`config.mk`:
```
export PLATFORM = sky130hd
export DESIGN_NAME = video_gen
export DESIGN_NICKNAME = d
export VERILOG_FILES = /design/src/hw/vgen_pkg.sv /design/src/hw/vgen_regs.sv /design/src/hw/vgen_sync.sv /design/src/hw/vgen_text_fetch.sv /design/src/hw/video_gen.sv
export VERILOG_INCLUDE_DIRS = /design/src /design/src/include
export SDC_FILE = /design/constraint.sdc
export NUM_CORES = 1
export LEC_CHECK = 0
export ABC_AREA = 1
export BUFFER_PORTS_ARGS = -buffer_cell sky130_fd_sc_hd__buf_2
export CORE_MARGIN = 10
export CORE_UTILIZATION = 33
export CTS_CLUSTER_DIAMETER = 150
export DETAILED_ROUTE_END_ITERATION = 8
export PLACE_DENSITY = 0.54
export SLEW_MARGIN = 30
export SYNTH_ARGS = -nofsm -noshare
export SYNTH_HDL_FRONTEND = slang
export SYNTH_SLANG_ARGS = --single-unit
```
`constraint.sdc`:
```
create_clock -name clk -period 8 [get_ports clk]
set_input_delay 1.6 -clock clk [delete_from_list [all_inputs] [get_ports clk]]
set_output_delay 1.6 -clock clk [all_outputs]
set_load 0.03 [all_outputs]
```
`src/include/vgen_config.svh`:
```
// video generator configuration
// raster timing, sync polarity, fetch lead and register reset values
`ifndef VGEN_CONFIG_SVH
`define VGEN_CONFIG_SVH

// small raster mode, 64x24 visible in an 88x32 frame
`define VGEN_VISIBLE_WIDTH   11'd64     // visible pixels per line
`define VGEN_VISIBLE_HEIGHT  11'd24     // visible lines per frame

`define VGEN_H_FRONT_PORCH   11'd4      // pixels before hsync
`define VGEN_H_SYNC_PULSE    11'd8      // hsync width in pixels
`define VGEN_H_BACK_PORCH    11'd12     // pixels after hsync, before visible

`define VGEN_V_FRONT_PORCH   11'd2      // lines after visible, before vsync
`define VGEN_V_SYNC_PULSE    11'd2      // vsync width in lines
`define VGEN_V_BACK_PORCH    11'd4      // lines after vsync

`define VGEN_H_SYNC_POLARITY 1'b0       // active level of hsync
`define VGEN_V_SYNC_POLARITY 1'b0       // active level of vsync

// first fetch cycle sits this far ahead of the first pixel on the outputs
`define VGEN_FETCH_LEAD      7

`define VGEN_TILES_WIDE      16'd8      // reset line width in tiles
`define VGEN_FONT_HEIGHT     4'd15      // reset font height minus one

`endif

```
`src/hw/vgen_pkg.sv`:
```
// video generator shared types
// raster states, register numbers and datapath widths
`default_nettype none

package vgen_pkg;

    // raster state order, each line and frame walks these in turn
    typedef enum logic [1:0] {
        PRE_SYNC,                       // front porch
        SYNC,                           // sync pulse
        POST_SYNC,                      // back porch
        VISIBLE                         // active video
    } video_state_e;

    // register numbers on the strobe-and-number port
    typedef enum logic [3:0] {
        REG_DISPSTART  = 4'd0,          // text start word address
        REG_DISPWIDTH  = 4'd1,          // words per text row
        REG_FONTCTRL   = 4'd3,          // font bank and height
        REG_R_WIDTH    = 4'd8,          // visible width, read only
        REG_R_HEIGHT   = 4'd9,          // visible height, read only
        REG_R_SCANLINE = 4'd11          // raster position, read only
    } reg_num_e;

    typedef logic [15:0] word_t;        // register and memory word
    typedef logic [10:0] count_t;       // raster counter
    typedef logic [11:0] font_addr_t;   // font ram word address
    typedef logic [3:0]  pal_index_t;   // palette index

endpackage

`default_nettype wire

```
`src/hw/vgen_regs.sv`:
```
// video generator configuration registers
// write decode plus registered read mux with status words
`default_nettype none

`include "vgen_config.svh"

module vgen_regs (
    input  wire                          clk,
    input  wire                          reset_i,
    input  wire                          reg_wr_i,       // write strobe
    input  wire vgen_pkg::reg_num_e      reg_num_i,      // register select, read and write
    input  wire vgen_pkg::word_t         reg_data_i,     // write data
    input  wire vgen_pkg::video_state_e  h_state_i,      // for scanline status
    input  wire vgen_pkg::video_state_e  v_state_i,
    input  wire vgen_pkg::count_t        v_count_i,
    output vgen_pkg::word_t              reg_data_o,     // read data, one cycle behind select
    output vgen_pkg::word_t              text_start_o,
    output vgen_pkg::word_t              line_width_o,
    output logic [5:0]                   font_bank_o,
    output logic [3:0]                   font_height_o   // height minus one
);
    import vgen_pkg::*;

    // writable registers
    always_ff @(posedge clk) begin
        if (reset_i) begin
            text_start_o  <= '0;
            line_width_o  <= `VGEN_TILES_WIDE;
            font_bank_o   <= '0;
            font_height_o <= `VGEN_FONT_HEIGHT;
        end else if (reg_wr_i) begin
            case (reg_num_i)
                REG_DISPSTART: text_start_o <= reg_data_i;
                REG_DISPWIDTH: line_width_o <= reg_data_i;
                REG_FONTCTRL: begin
                    font_bank_o   <= reg_data_i[15:10];
                    font_height_o <= reg_data_i[3:0];
                end
                default: ;                                  // read only or unused, write dropped
            endcase
        end
    end

    // read mux, registered so data follows the select by one clock
    always_ff @(posedge clk) begin
        if (reset_i) begin
            reg_data_o <= '0;
        end else begin
            case (reg_num_i)
                REG_DISPSTART:  reg_data_o <= text_start_o;
                REG_DISPWIDTH:  reg_data_o <= line_width_o;
                REG_FONTCTRL:   reg_data_o <= {font_bank_o, 6'b000000, font_height_o};
                REG_R_WIDTH:    reg_data_o <= {5'b00000, `VGEN_VISIBLE_WIDTH};
                REG_R_HEIGHT:   reg_data_o <= {5'b00000, `VGEN_VISIBLE_HEIGHT};
                REG_R_SCANLINE: reg_data_o <= {(v_state_i != VISIBLE),  // set in vertical blank
                                               (h_state_i != VISIBLE),  // set in horizontal blank
                                               3'b000,
                                               v_count_i};
                default:        reg_data_o <= '0;           // unused numbers read zero
            endcase
        end
    end

    // read data stays defined whatever the select does once out of reset
    read_data_known: assert property (@(posedge clk) disable iff (reset_i)
        !$isunknown(reg_data_o))
        else $error("vgen_regs: read data unknown");

endmodule

`default_nettype wire

```
`src/hw/vgen_sync.sv`:
```
// raster sync generator
// h/v state machines, registered syncs and display enable, fetch window and strobes
`default_nettype none

`include "vgen_config.svh"

module vgen_sync (
    input  wire                      clk,
    input  wire                      reset_i,
    input  wire                      enable_i,         // sampled at frame end
    output vgen_pkg::video_state_e   h_state_o,
    output vgen_pkg::video_state_e   v_state_o,
    output vgen_pkg::count_t         v_count_o,        // line within frame
    output logic                     hsync_o,
    output logic                     vsync_o,
    output logic                     dv_de_o,
    output logic                     fetch_active_o,   // tile fetch window
    output logic                     line_start_o,     // first cycle of the window
    output logic                     line_end_o,       // last pixel of a line
    output logic                     frame_end_o,      // last pixel of a frame
    output logic                     video_on_o        // enable held for the frame
);
    import vgen_pkg::*;

    localparam count_t H_OFFSCREEN = `VGEN_H_FRONT_PORCH + `VGEN_H_SYNC_PULSE
                                   + `VGEN_H_BACK_PORCH;
    localparam count_t H_TOTAL     = H_OFFSCREEN + `VGEN_VISIBLE_WIDTH;
    localparam count_t V_TOTAL     = `VGEN_VISIBLE_HEIGHT + `VGEN_V_FRONT_PORCH
                                   + `VGEN_V_SYNC_PULSE + `VGEN_V_BACK_PORCH;
    // last count before the window opens
    localparam count_t FETCH_START = H_OFFSCREEN - count_t'(`VGEN_FETCH_LEAD);

    count_t       h_count;          // pixel within line
    count_t       h_limit;          // last count of the current h state
    count_t       v_limit;          // last line of the current v state
    video_state_e h_state_next;
    video_state_e v_state_next;
    logic         fetch_next;

    // visible comes last horizontally and first vertically
    always_comb begin
        case (h_state_o)
            PRE_SYNC:  h_limit = `VGEN_H_FRONT_PORCH - 11'd1;
            SYNC:      h_limit = `VGEN_H_FRONT_PORCH + `VGEN_H_SYNC_PULSE - 11'd1;
            POST_SYNC: h_limit = H_OFFSCREEN - 11'd1;
            default:   h_limit = H_TOTAL - 11'd1;
        endcase
        case (v_state_o)
            PRE_SYNC:  v_limit = `VGEN_VISIBLE_HEIGHT + `VGEN_V_FRONT_PORCH - 11'd1;
            SYNC:      v_limit = `VGEN_VISIBLE_HEIGHT + `VGEN_V_FRONT_PORCH
                               + `VGEN_V_SYNC_PULSE - 11'd1;
            POST_SYNC: v_limit = V_TOTAL - 11'd1;
            default:   v_limit = `VGEN_VISIBLE_HEIGHT - 11'd1;
        endcase
    end

    assign line_end_o   = (h_state_o == VISIBLE) && (h_count == h_limit);
    assign frame_end_o  = line_end_o && (v_state_o == POST_SYNC) && (v_count_o == v_limit);
    assign h_state_next = (h_count == h_limit) ? video_state_e'(h_state_o + 2'd1) : h_state_o;
    assign v_state_next = (line_end_o && v_count_o == v_limit) ?
                          video_state_e'(v_state_o + 2'd1) : v_state_o;
    // window opens on visible lines only and closes at the last count
    assign fetch_next   = fetch_active_o ? (h_count != H_TOTAL - 11'd1)
                                         : (v_state_o == VISIBLE && h_count == FETCH_START);

    always_ff @(posedge clk) begin
        if (reset_i) begin
            h_state_o      <= PRE_SYNC;
            v_state_o      <= VISIBLE;                     // frame starts on line 0
            h_count        <= '0;
            v_count_o      <= '0;
            fetch_active_o <= 1'b0;
            line_start_o   <= 1'b0;
            hsync_o        <= ~`VGEN_H_SYNC_POLARITY;
            vsync_o        <= ~`VGEN_V_SYNC_POLARITY;
            dv_de_o        <= 1'b0;
            video_on_o     <= 1'b1;
        end else begin
            h_state_o      <= h_state_next;
            v_state_o      <= v_state_next;
            h_count        <= line_end_o ? '0 : h_count + 11'd1;
            if (line_end_o) begin
                v_count_o  <= frame_end_o ? '0 : v_count_o + 11'd1;
            end
            fetch_active_o <= fetch_next;
            line_start_o   <= fetch_next & ~fetch_active_o;  // rising edge of window
            // outputs follow the state by one clock
            hsync_o        <= (h_state_o == SYNC) ? `VGEN_H_SYNC_POLARITY : ~`VGEN_H_SYNC_POLARITY;
            vsync_o        <= (v_state_o == SYNC) ? `VGEN_V_SYNC_POLARITY : ~`VGEN_V_SYNC_POLARITY;
            dv_de_o        <= video_on_o && (h_state_o == VISIBLE) && (v_state_o == VISIBLE);
            if (frame_end_o) begin
                video_on_o <= enable_i;                    // enable only changes between frames
            end
        end
    end

    hsync_in_window: assert property (@(posedge clk) disable iff (reset_i)
        (hsync_o == `VGEN_H_SYNC_POLARITY) ==
        ($past(h_count) >= `VGEN_H_FRONT_PORCH &&
         $past(h_count) < `VGEN_H_FRONT_PORCH + `VGEN_H_SYNC_PULSE))
        else $error("vgen_sync: hsync outside its count window");

    frame_end_wraps: assert property (@(posedge clk) disable iff (reset_i)
        frame_end_o |-> line_end_o ##1
            (h_count == '0 && v_count_o == '0 && v_state_o == VISIBLE))
        else $error("vgen_sync: frame end not followed by line 0");

endmodule

`default_nettype wire

```
`src/hw/vgen_text_fetch.sv`:
```
// text tile fetch and pixel pipeline
// 8-cycle vram and font ram sequence feeding a font line shift-out to palette index
`default_nettype none

module vgen_text_fetch (
    input  wire                      clk,
    input  wire                      reset_i,
    input  wire                      fetch_active_i,
    input  wire                      line_start_i,
    input  wire                      line_end_i,
    input  wire                      frame_end_i,
    input  wire                      video_on_i,
    input  wire vgen_pkg::word_t     text_start_i,     // first tile word of the frame
    input  wire vgen_pkg::word_t     line_width_i,     // words per text row
    input  wire [5:0]                font_bank_i,
    input  wire [3:0]                font_height_i,    // lines per tile minus one
    input  wire vgen_pkg::word_t     vram_data_i,      // colour in 15:8 and tile in 7:0
    input  wire vgen_pkg::word_t     fontram_data_i,   // two font lines with the even one high
    output logic                     vram_sel_o,
    output vgen_pkg::word_t          vram_addr_o,
    output logic                     fontram_sel_o,
    output vgen_pkg::font_addr_t     fontram_addr_o,
    output vgen_pkg::pal_index_t     pal_index_o
);
    import vgen_pkg::*;

    logic [2:0] tile_x;         // slot within the 8-cycle tile
    logic [3:0] tile_y;         // font line within the text row
    word_t      text_addr;      // next tile word to fetch
    word_t      line_addr;      // first tile word of the current row
    logic [7:0] color_save;     // colour byte waiting for its font line
    logic [7:0] text_color;     // bg in 7:4 and fg in 3:0
    logic [7:0] font_shift;     // font line with the current pixel in the msb
    logic       fetching;
    logic       slot_vram;      // slot 0 puts the tile word address out
    logic       slot_font;      // slot 2 takes the tile word and puts the font address out
    logic       slot_load;      // slot 4 loads the font line
    font_addr_t font_addr;

    // phase restarts on the window's first cycle so slot 0 lands one clock later
    assign fetching  = fetch_active_i & ~line_start_i;
    assign slot_vram = fetching && (tile_x == 3'd0);
    assign slot_font = fetching && (tile_x == 3'd2);
    assign slot_load = fetching && (tile_x == 3'd4);

    // tall fonts take a bank pair and short ones fit four banks
    assign font_addr = font_height_i[3] ? {font_bank_i[5], vram_data_i[7:0], tile_y[3:1]}
                                        : {font_bank_i[5:4], vram_data_i[7:0], tile_y[2:1]};

    // memory addresses and the pending colour
    always_ff @(posedge clk) begin
        if (slot_vram) begin
            vram_addr_o <= text_addr;
        end
        if (slot_font) begin
            color_save     <= vram_data_i[15:8];
            fontram_addr_o <= font_addr;
        end
    end

    always_ff @(posedge clk) begin
        if (reset_i) begin
            vram_sel_o    <= 1'b0;
            fontram_sel_o <= 1'b0;
            tile_x        <= '0;
            tile_y        <= '0;
            text_addr     <= '0;
            line_addr     <= '0;
            text_color    <= '0;
            font_shift    <= '0;
            pal_index_o   <= '0;
        end else begin
            vram_sel_o    <= slot_vram & video_on_i;        // no memory traffic while off
            fontram_sel_o <= slot_font & video_on_i;
            tile_x        <= line_start_i ? 3'd0 : tile_x + 3'd1;

            if (slot_vram) begin
                text_addr <= text_addr + 16'd1;
            end
            if (slot_load) begin
                font_shift <= tile_y[0] ? fontram_data_i[7:0] : fontram_data_i[15:8];
                text_color <= color_save;
            end else if (fetching) begin
                font_shift <= {font_shift[6:0], 1'b0};
            end

            pal_index_o <= font_shift[7] ? text_color[3:0] : text_color[7:4];

            // row and frame addressing
            if (frame_end_i) begin
                tile_y    <= '0;
                line_addr <= text_start_i;
                text_addr <= text_start_i;
            end else if (line_end_i) begin
                if (tile_y == font_height_i) begin          // last font line moves to the next row
                    tile_y    <= '0;
                    line_addr <= line_addr + line_width_i;
                    text_addr <= line_addr + line_width_i;
                end else begin
                    tile_y    <= tile_y + 4'd1;
                    text_addr <= line_addr;                 // same row again
                end
            end
        end
    end

    font_follows_vram: assert property (@(posedge clk) disable iff (reset_i)
        fontram_sel_o |-> !vram_sel_o && $past(vram_sel_o, 2))
        else $error("vgen_text_fetch: font ram access out of step with its vram access");

endmodule

`default_nettype wire

```
`src/hw/video_gen.sv`:
```
// text-mode video generator
// register block, raster sync generator and tile fetch pipeline
`default_nettype none

module video_gen (
    input  wire                      clk,
    input  wire                      reset_i,
    input  wire                      enable_i,         // takes effect at next frame
    input  wire                      vgen_reg_wr_i,
    input  wire vgen_pkg::reg_num_e  vgen_reg_num_i,
    input  wire vgen_pkg::word_t     vgen_reg_data_i,
    output vgen_pkg::word_t          vgen_reg_data_o,
    output logic                     vram_sel_o,
    output vgen_pkg::word_t          vram_addr_o,
    input  wire vgen_pkg::word_t     vram_data_i,
    output logic                     fontram_sel_o,
    output vgen_pkg::font_addr_t     fontram_addr_o,
    input  wire vgen_pkg::word_t     fontram_data_i,
    output vgen_pkg::pal_index_t     pal_index_o,
    output logic                     hsync_o,
    output logic                     vsync_o,
    output logic                     dv_de_o
);
    import vgen_pkg::*;

    video_state_e h_state;
    video_state_e v_state;
    count_t       v_count;
    word_t        text_start;
    word_t        line_width;
    logic [5:0]   font_bank;
    logic [3:0]   font_height;
    logic         fetch_active;
    logic         line_start;
    logic         line_end;
    logic         frame_end;
    logic         video_on;

    vgen_regs i_vgen_regs (
        .clk           (clk),
        .reset_i       (reset_i),
        .reg_wr_i      (vgen_reg_wr_i),
        .reg_num_i     (vgen_reg_num_i),
        .reg_data_i    (vgen_reg_data_i),
        .h_state_i     (h_state),
        .v_state_i     (v_state),
        .v_count_i     (v_count),
        .reg_data_o    (vgen_reg_data_o),
        .text_start_o  (text_start),
        .line_width_o  (line_width),
        .font_bank_o   (font_bank),
        .font_height_o (font_height)
    );

    vgen_sync i_vgen_sync (
        .clk            (clk),
        .reset_i        (reset_i),
        .enable_i       (enable_i),
        .h_state_o      (h_state),
        .v_state_o      (v_state),
        .v_count_o      (v_count),
        .hsync_o        (hsync_o),
        .vsync_o        (vsync_o),
        .dv_de_o        (dv_de_o),
        .fetch_active_o (fetch_active),
        .line_start_o   (line_start),
        .line_end_o     (line_end),
        .frame_end_o    (frame_end),
        .video_on_o     (video_on)
    );

    vgen_text_fetch i_vgen_text_fetch (
        .clk            (clk),
        .reset_i        (reset_i),
        .fetch_active_i (fetch_active),
        .line_start_i   (line_start),
        .line_end_i     (line_end),
        .frame_end_i    (frame_end),
        .video_on_i     (video_on),
        .text_start_i   (text_start),
        .line_width_i   (line_width),
        .font_bank_i    (font_bank),
        .font_height_i  (font_height),
        .vram_data_i    (vram_data_i),
        .fontram_data_i (fontram_data_i),
        .vram_sel_o     (vram_sel_o),
        .vram_addr_o    (vram_addr_o),
        .fontram_sel_o  (fontram_sel_o),
        .fontram_addr_o (fontram_addr_o),
        .pal_index_o    (pal_index_o)
    );

endmodule

`default_nettype wire

```
==> impl_metrics.env, run 1 <==
export IMPL_antenna_cells=0
export IMPL_rsz0062_at_grt="no"
export IMPL_cts_buffer_depth=2
export IMPL_synth_edff_count=36
export IMPL_synth_area_leaders="dfxtp_1, edfxtp_1, nand2_1"
export IMPL_area_growth_pct=16.55
export IMPL_ys_seq_area_share_pct=44.98
export IMPL_fillers=2829
export IMPL_post_cts_buffers=0
export IMPL_htree_levels=4
export IMPL_rows=60
export IMPL_ys_warn_count=0
export IMPL_end_kind="register"
export IMPL_crit_arrival_ps=3710
export IMPL_ys_seq_elements=187
export IMPL_reg2reg_slack_ps=5160
export IMPL_ant_nets=0
export IMPL_cts_sinks=187
export IMPL_cts_root_buffer="clkbuf_16"
export IMPL_synth_top_area_share_pct=33.13
export IMPL_worstReg2RegEnd="i_vgen_text_fetch.line_addr[0]"
export IMPL_worstMarginPinSlew_ps=864.4
export IMPL_place_inst=1652
export IMPL_async_flop_share_pct=0
export IMPL_slew_headroom_pct=42.31
export IMPL_dpl_cell_area_sq_mm=0.009992
export IMPL_grt_max_degree=67
export IMPL_postRouteWirelength_um=26400
export IMPL_outcome="finished, final reports clean"
export IMPL_drive_gt1_share_pct=14.63
export IMPL_fin_crit_sh_pct=41.67
export IMPL_syn_avg_cell_area_sq_um=7.584
export IMPL_synth_nets=1290
export IMPL_start_kind="primary input"
export IMPL_core_area_sq_mm=0.02710
export IMPL_final_area_sq_mm=0.01063
export IMPL_finalNetCount=1386
export IMPL_portBuffers=108
export IMPL_syn_area_sq_mm=0.009124
export IMPL_grt_pass1_vias=7760
export IMPL_cp_endpoint="i_vgen_text_fetch.tile_y[0]"
export IMPL_wl_per_cell_um=15.68
export IMPL_layout_min_cycle_time_ps=3334
export IMPL_ys_flop_type="dfxtp_1"
export IMPL_drv_cap=0
export IMPL_viasPerCell=4.825
export IMPL_dieArea_sq_mm=0.03470
export IMPL_insertion_delay_ps=440
export IMPL_wl_met1_um=12140
export IMPL_leakagePower_nw=4.722
export IMPL_cp_required_ps=8370
export IMPL_grt_total_usage_pct=15.42
export IMPL_instances_no_fill=1684
export IMPL_crit_type="primary input to register"
export IMPL_synthDistinctLibCells=48
export IMPL_finalSetupViolations=0
export IMPL_routed_wl_met2_um=12510
export IMPL_grt_pass1_wl_um=42090
export IMPL_postCtsHoldBufs=0
export IMPL_hp_class="register to register"
export IMPL_die_w_um=186.3
export IMPL_first_pass_iters=7
export IMPL_synthCells=1203
export IMPL_ios=109
export IMPL_drc_errors=0
export IMPL_die_h_um=186.3
export IMPL_finalHoldViolations=0
export IMPL_max_freq_mhz=300.0
export IMPL_clk_pin_slew_ps=80
export IMPL_grt_antenna_before_repair=0
export IMPL_ir_worst_vdd_mv=0.1049
export IMPL_tritoncts="yes"
export IMPL_gr_total_overflow=0
export IMPL_fin_worst_skew_ps=15.69
export IMPL_place_gp_congestion=0.9157
export IMPL_crit_path_start="reset_i"
export IMPL_drt_iter0_markers=653
export IMPL_powerDensity_mw_per_mm2=182.3
export IMPL_r2r_start="i_vgen_regs.font_height_o[3]"
export IMPL_cts_resized=0
export IMPL_finalSetupTns_ps=0
export IMPL_dpl_hpwl_um=19720
export IMPL_num_vias=8126
export IMPL_slew_violations=0
export IMPL_yosys_area_top_type="dfxtp_1"
export IMPL_met3_wirelength_um=1350
export IMPL_top_layer="met4"
export IMPL_reg2regPathDepth=11
export IMPL_initial_core_util_pct=33.67
export IMPL_worst_path_max_fanout=66
export IMPL_numCtsBuffers=17
==> Yosys cell counts, types with 2 or more instances <==
cell type and count:
a21oi_1 76, a21oi_2 3, a221oi_1 7, a31oi_1 11, and2_1 2, buf_2 6, buf_4 5, buf_6 2
clkbuf_1 22, clkinv_1 2, dfxtp_1 151, edfxtp_1 36, ha_1 30, inv_1 171, inv_2 5, nand2_1 242
nand2_2 4, nand3_1 68, nand3_2 2, nand4_1 16, nor2_1 122, nor2_2 7, nor2_4 4, nor3_1 13
nor3_2 3, nor4_1 2, o211ai_1 13, o21a_1 3, o21ai_0 101, o21ai_1 7, o21bai_1 4, o221ai_1 3
o22ai_1 14, or2_2 10, xnor2_1 8, xor2_1 16
==> state kept, by name, summed over array words and instances (netlist names), 2 cells and up <==
signal	flops
i_vgen_sync.h_state_o	2
i_vgen_text_fetch.line_addr	16
i_vgen_regs.font_height_o	4
i_vgen_text_fetch.text_addr	16
i_vgen_text_fetch.tile_y	4
i_vgen_regs.font_bank_o	6
i_vgen_text_fetch.font_shift	8
i_vgen_regs.text_start_o	16
i_vgen_regs.line_width_o	16
i_vgen_text_fetch.text_color	8
i_vgen_text_fetch.vram_addr_o	16
i_vgen_sync.v_state_o	2
i_vgen_sync.h_count	11
i_vgen_text_fetch.tile_x	3
i_vgen_text_fetch.pal_index_o	4
i_vgen_text_fetch.color_save	8
i_vgen_text_fetch.fontram_addr_o	12
i_vgen_regs.reg_data_o	16
i_vgen_sync.v_count_o	11
==> worst max-delay path, stage by stage <==
cell	delay (ps)
buf_2	350
inv_2	530
buf_4	610
nand2_2	210
inv_2	160
o21ai_2	90
a21oi_1	140
==> report_power, final <==
part           switching [W]  leakage (nW)  internal (W)
logic              0.0000502          2.84     0.0000265
registers         0.00000787          1.58      0.000965
clock network       0.000454         0.306      0.000435
total               0.000512          4.72       0.00143
==> layout by cell type (no fill, tap or decap), types with 12 or more instances in the layout <==
| cell | instances |
|---|---|
| o22ai_1 | 14 |
| o21ai_0 | 101 |
| buf_2 | 108 |
| clkbuf_16 | 17 |
| inv_1 | 170 |
| nand3_1 | 68 |
| ha_1 | 30 |
| nor2_1 | 121 |
| dfxtp_1 | 151 |
| nor3_1 | 12 |
| xor2_1 | 16 |
| edfxtp_1 | 36 |
| nand2_1 | 242 |
| a21oi_1 | 76 |
| o211ai_1 | 13 |
| nand4_1 | 16 |
==> area by class of cell <==
type	instances	area (sq um)	share of cell area, %
Timing Repair Buffer	112	570.5	5.365
Tap cell	372	465.4	4.377
Clock inverter	15	214.0	2.012
Sequential cell	187	4104	38.59
Clock buffer	17	425.4	4.000
Multi-Input combinational cell	802	4180	39.31
Inverter	179	674.4	6.342
==> per-stage QoR <==
stage	total power [W]	hold WS, ps	utilization (%)	worst slack (ps)
after global placement	0.001071	435.3	36.87	4292
after detailed placement	0.001072	447.5	36.87	4244
after CTS	0.001961	459.0	39.23	4717
after floorplan	0.001038	417.3	-	5170
after global routing	0.002008	482.7	39.24	4495
final	0.001938	454.2	39.24	4666
==> worst min path at each step <==
stage	end	slack (ps)	startpoint	depth (start not counted)
4_1_cts	i_vgen_text_fetch.tile_x[0]	460	i_vgen_text_fetch.tile_x[0]	1
6_report	i_vgen_text_fetch.tile_x[0]	450	i_vgen_text_fetch.tile_x[0]	1
2_1_floorplan	i_vgen_text_fetch.tile_x[0]	420	i_vgen_text_fetch.tile_x[0]	1
5_1_grt	i_vgen_regs.font_bank_o[3]	480	i_vgen_regs.font_bank_o[3]	2
3_3_place_gp	i_vgen_text_fetch.tile_x[0]	440	i_vgen_text_fetch.tile_x[0]	1
3_5_place_dp	i_vgen_text_fetch.tile_x[0]	450	i_vgen_text_fetch.tile_x[0]	1
==> layer usage <==
metal	vias up	track usage, %
li1	4140	-
met1	3766	20.03
met2	195	25.46
met3	25	2.872
met4	0	4.611
met5	-	0
==> logic make-up after synthesis <==
group / after synthesis / synth area share [%]
AO/OA/AOI/OAI: 246 / 15.09
XOR/XNOR: 25 / 2.482
adder cells (fa/ha/maj): 31 / 4.334
buffers and inverters: 214 / 9.284
flip-flops: 187 / 44.98
AND/OR/NAND/NOR: 500 / 23.83
Note: power is estimated with default switching activity, not from simulation.
==> inputs of run 2 (changes only) <==
==> constraint.sdc (replaced) <==
create_clock -name clk -period 3.1 [get_ports clk]
set_input_delay 0.62 -clock clk [delete_from_list [all_inputs] [get_ports clk]]
set_output_delay 0.62 -clock clk [all_outputs]
set_load 0.03 [all_outputs]
==> run 2 against run 1 <==
Die area unchanged. Critical path type is now register to register. Largest power group unchanged. Sequential power rose to 2.6 times the previous value. Utilization increased by 0.25 points. First-iteration DRC count down 2.1%. Hold slack got worse by 120 ps.
==> impl_metrics.env, run 2 (synthesized netlist as in run 1, its figures left out) <==
export IMPL_layout_min_cycle_time_ps=2372
export IMPL_finalHoldViolations=0
export IMPL_post_cts_buffers=0
export IMPL_final_cell_mix="nand2_1, inv_1, dfxtp_1"
export IMPL_rows=60
export IMPL_cts_buffer_depth=2
export IMPL_reg2regPathDepth=12
export IMPL_finalSetupTns_ps=0
export IMPL_start_kind="register"
export IMPL_crit_arrival_ps=2660
export IMPL_slew_headroom_pct=40.09
export IMPL_numCtsBuffers=17
export IMPL_dpl_hpwl_um=20600
export IMPL_layout_commonest_cell="nand2_1"
export IMPL_worstReg2RegEnd="i_vgen_text_fetch.line_addr[10]"
export IMPL_die_h_um=186.3
export IMPL_clk_pin_slew_ps=90
export IMPL_whs_ps=335.7
export IMPL_grt_pass1_wl_um=42520
export IMPL_area_growth_pct=17.29
export IMPL_end_kind="register"
export IMPL_viasPerCell=4.795
export IMPL_antenna_cells=0
export IMPL_finalNetCount=1395
export IMPL_ant_nets=0
export IMPL_holdPathEnd="i_vgen_text_fetch.color_save[5]"
export IMPL_max_freq_mhz=421.6
export IMPL_postCtsHoldBufs=0
export IMPL_cts_root_buffer="clkbuf_16"
export IMPL_instances_no_fill=1693
export IMPL_hp_class="primary input to register"
export IMPL_hold_depth=1
export IMPL_worstMarginPinSlew_ps=897.6
export IMPL_num_vias=8118
export IMPL_grt_pass1_vias=7788
export IMPL_first_pass_iters=5
export IMPL_wl_per_cell_um=15.89
export IMPL_grt_antenna_before_repair=0
export IMPL_drive_gt1_share_pct=15.14
export IMPL_portBuffers=108
export IMPL_cp_required_ps=3390
export IMPL_place_inst=1661
export IMPL_gr_total_overflow=0
export IMPL_insertion_delay_ps=450
export IMPL_ir_worst_vdd_mv=0.3323
export IMPL_cts_resized=0
export IMPL_fin_worst_skew_ps=15.86
export IMPL_grt_max_degree=49
export IMPL_powerDensity_mw_per_mm2=472.6
export IMPL_initial_core_util_pct=33.67
export IMPL_die_w_um=186.3
export IMPL_crit_type="register to register"
export IMPL_r2r_start="i_vgen_sync.h_state_o[0]"
export IMPL_place_gp_congestion=0.8828
export IMPL_core_area_sq_mm=0.02710
export IMPL_slew_violations=0
export IMPL_finalSetupViolations=0
export IMPL_htree_levels=4
export IMPL_drv_cap=0
export IMPL_cts_sinks=187
export IMPL_grt_total_usage_pct=15.67
export IMPL_drt_iter0_markers=639
export IMPL_ios=109
export IMPL_tritoncts="yes"
export IMPL_fin_crit_sh_pct=76.52
export IMPL_dieArea_sq_mm=0.03470
export IMPL_outcome="finished, final reports clean"
export IMPL_rsz0062_at_grt="no"
export IMPL_reg2reg_slack_ps=730
export IMPL_drc_errors=0
export IMPL_leakagePower_nw=4.768
export IMPL_postRouteWirelength_um=26900
export IMPL_worst_path_max_fanout=18
export IMPL_worstHoldStart="vram_data_i[13]"
==> run 2: changes by cell type in the layout (fill, tap and decap cells not counted), sizes merged <==
cell / previous run / this run
inv: 183 / 187
buf: 112 / 121
clkinv: 11 / 7
==> run 2: how the worst max path moves through the flow <==
stage / end / from / slack (ps) / cells after the start
after floorplan: i_vgen_text_fetch.color_save[0] / i_vgen_sync.fetch_active_o / 510 / 4
after global placement: i_vgen_regs.reg_data_o[5] / reset_i / 730 / 5
after detailed placement: i_vgen_regs.reg_data_o[5] / reset_i / 700 / 5
after CTS: i_vgen_text_fetch.line_addr[0] / i_vgen_sync.h_state_o[0] / 750 / 11
after global routing: i_vgen_text_fetch.line_addr[10] / i_vgen_sync.h_state_o[0] / 540 / 12
final: i_vgen_text_fetch.line_addr[10] / i_vgen_sync.h_state_o[0] / 730 / 12
==> run 2: final cells by class <==
cell class,instances,area [sq um]
repair buffers,121,638.1
flip-flops and latches,187,4104
clock buffers,17,425.4
clock inverters,15,216.5
well taps,372,465.4
fillers,2864,16400
inverters,179,674.4
multi-input cells,802,4178
==> run 2: power breakdown <==
part / switching [W] / internal, W
clock: 0.00121 / 0.00114
combinational: 0.000131 / 0.0000709
sequential: 0.0000204 / 0.00249
==> run 2: worst max-delay path, cell delays in order (launching register included) <==
cell and delay (ps):
dfxtp_1 420, ha_1 250, inv_2 110, nand2_1 90, nand2_2 70, nor2_4 130, nand3_1 110, nor2_2 210
buf_4 310, and2_1 210, nand2_1 110, nand3_1 120, a21oi_1 80
==> run 2: through the flow <==
step / util [%] / power (W) / cell area (sq um) / setup slack (ps)
after floorplan: - / 0.002679 / 9124 / 513.8
after global placement: 37.12 / 0.002769 / 10060 / 725.9
after detailed placement: 37.12 / 0.002771 / 10060 / 702.9
after CTS: 39.49 / 0.005106 / 10700 / 747.3
after global routing: 39.49 / 0.005240 / 10700 / 540.2
final: 39.49 / 0.005058 / 10700 / 728.0
==> run 2: routing by layer <==
metal | up-vias | wire length [um] | global-route usage [%]
met2 | 179 | 12880 | 26.26
li1 | 4146 | - | -
met1 | 3768 | 12370 | 20.25
met4 | 0 | 431 | 4.482
met5 | - | 0 | 0
met3 | 25 | 1222 | 2.678
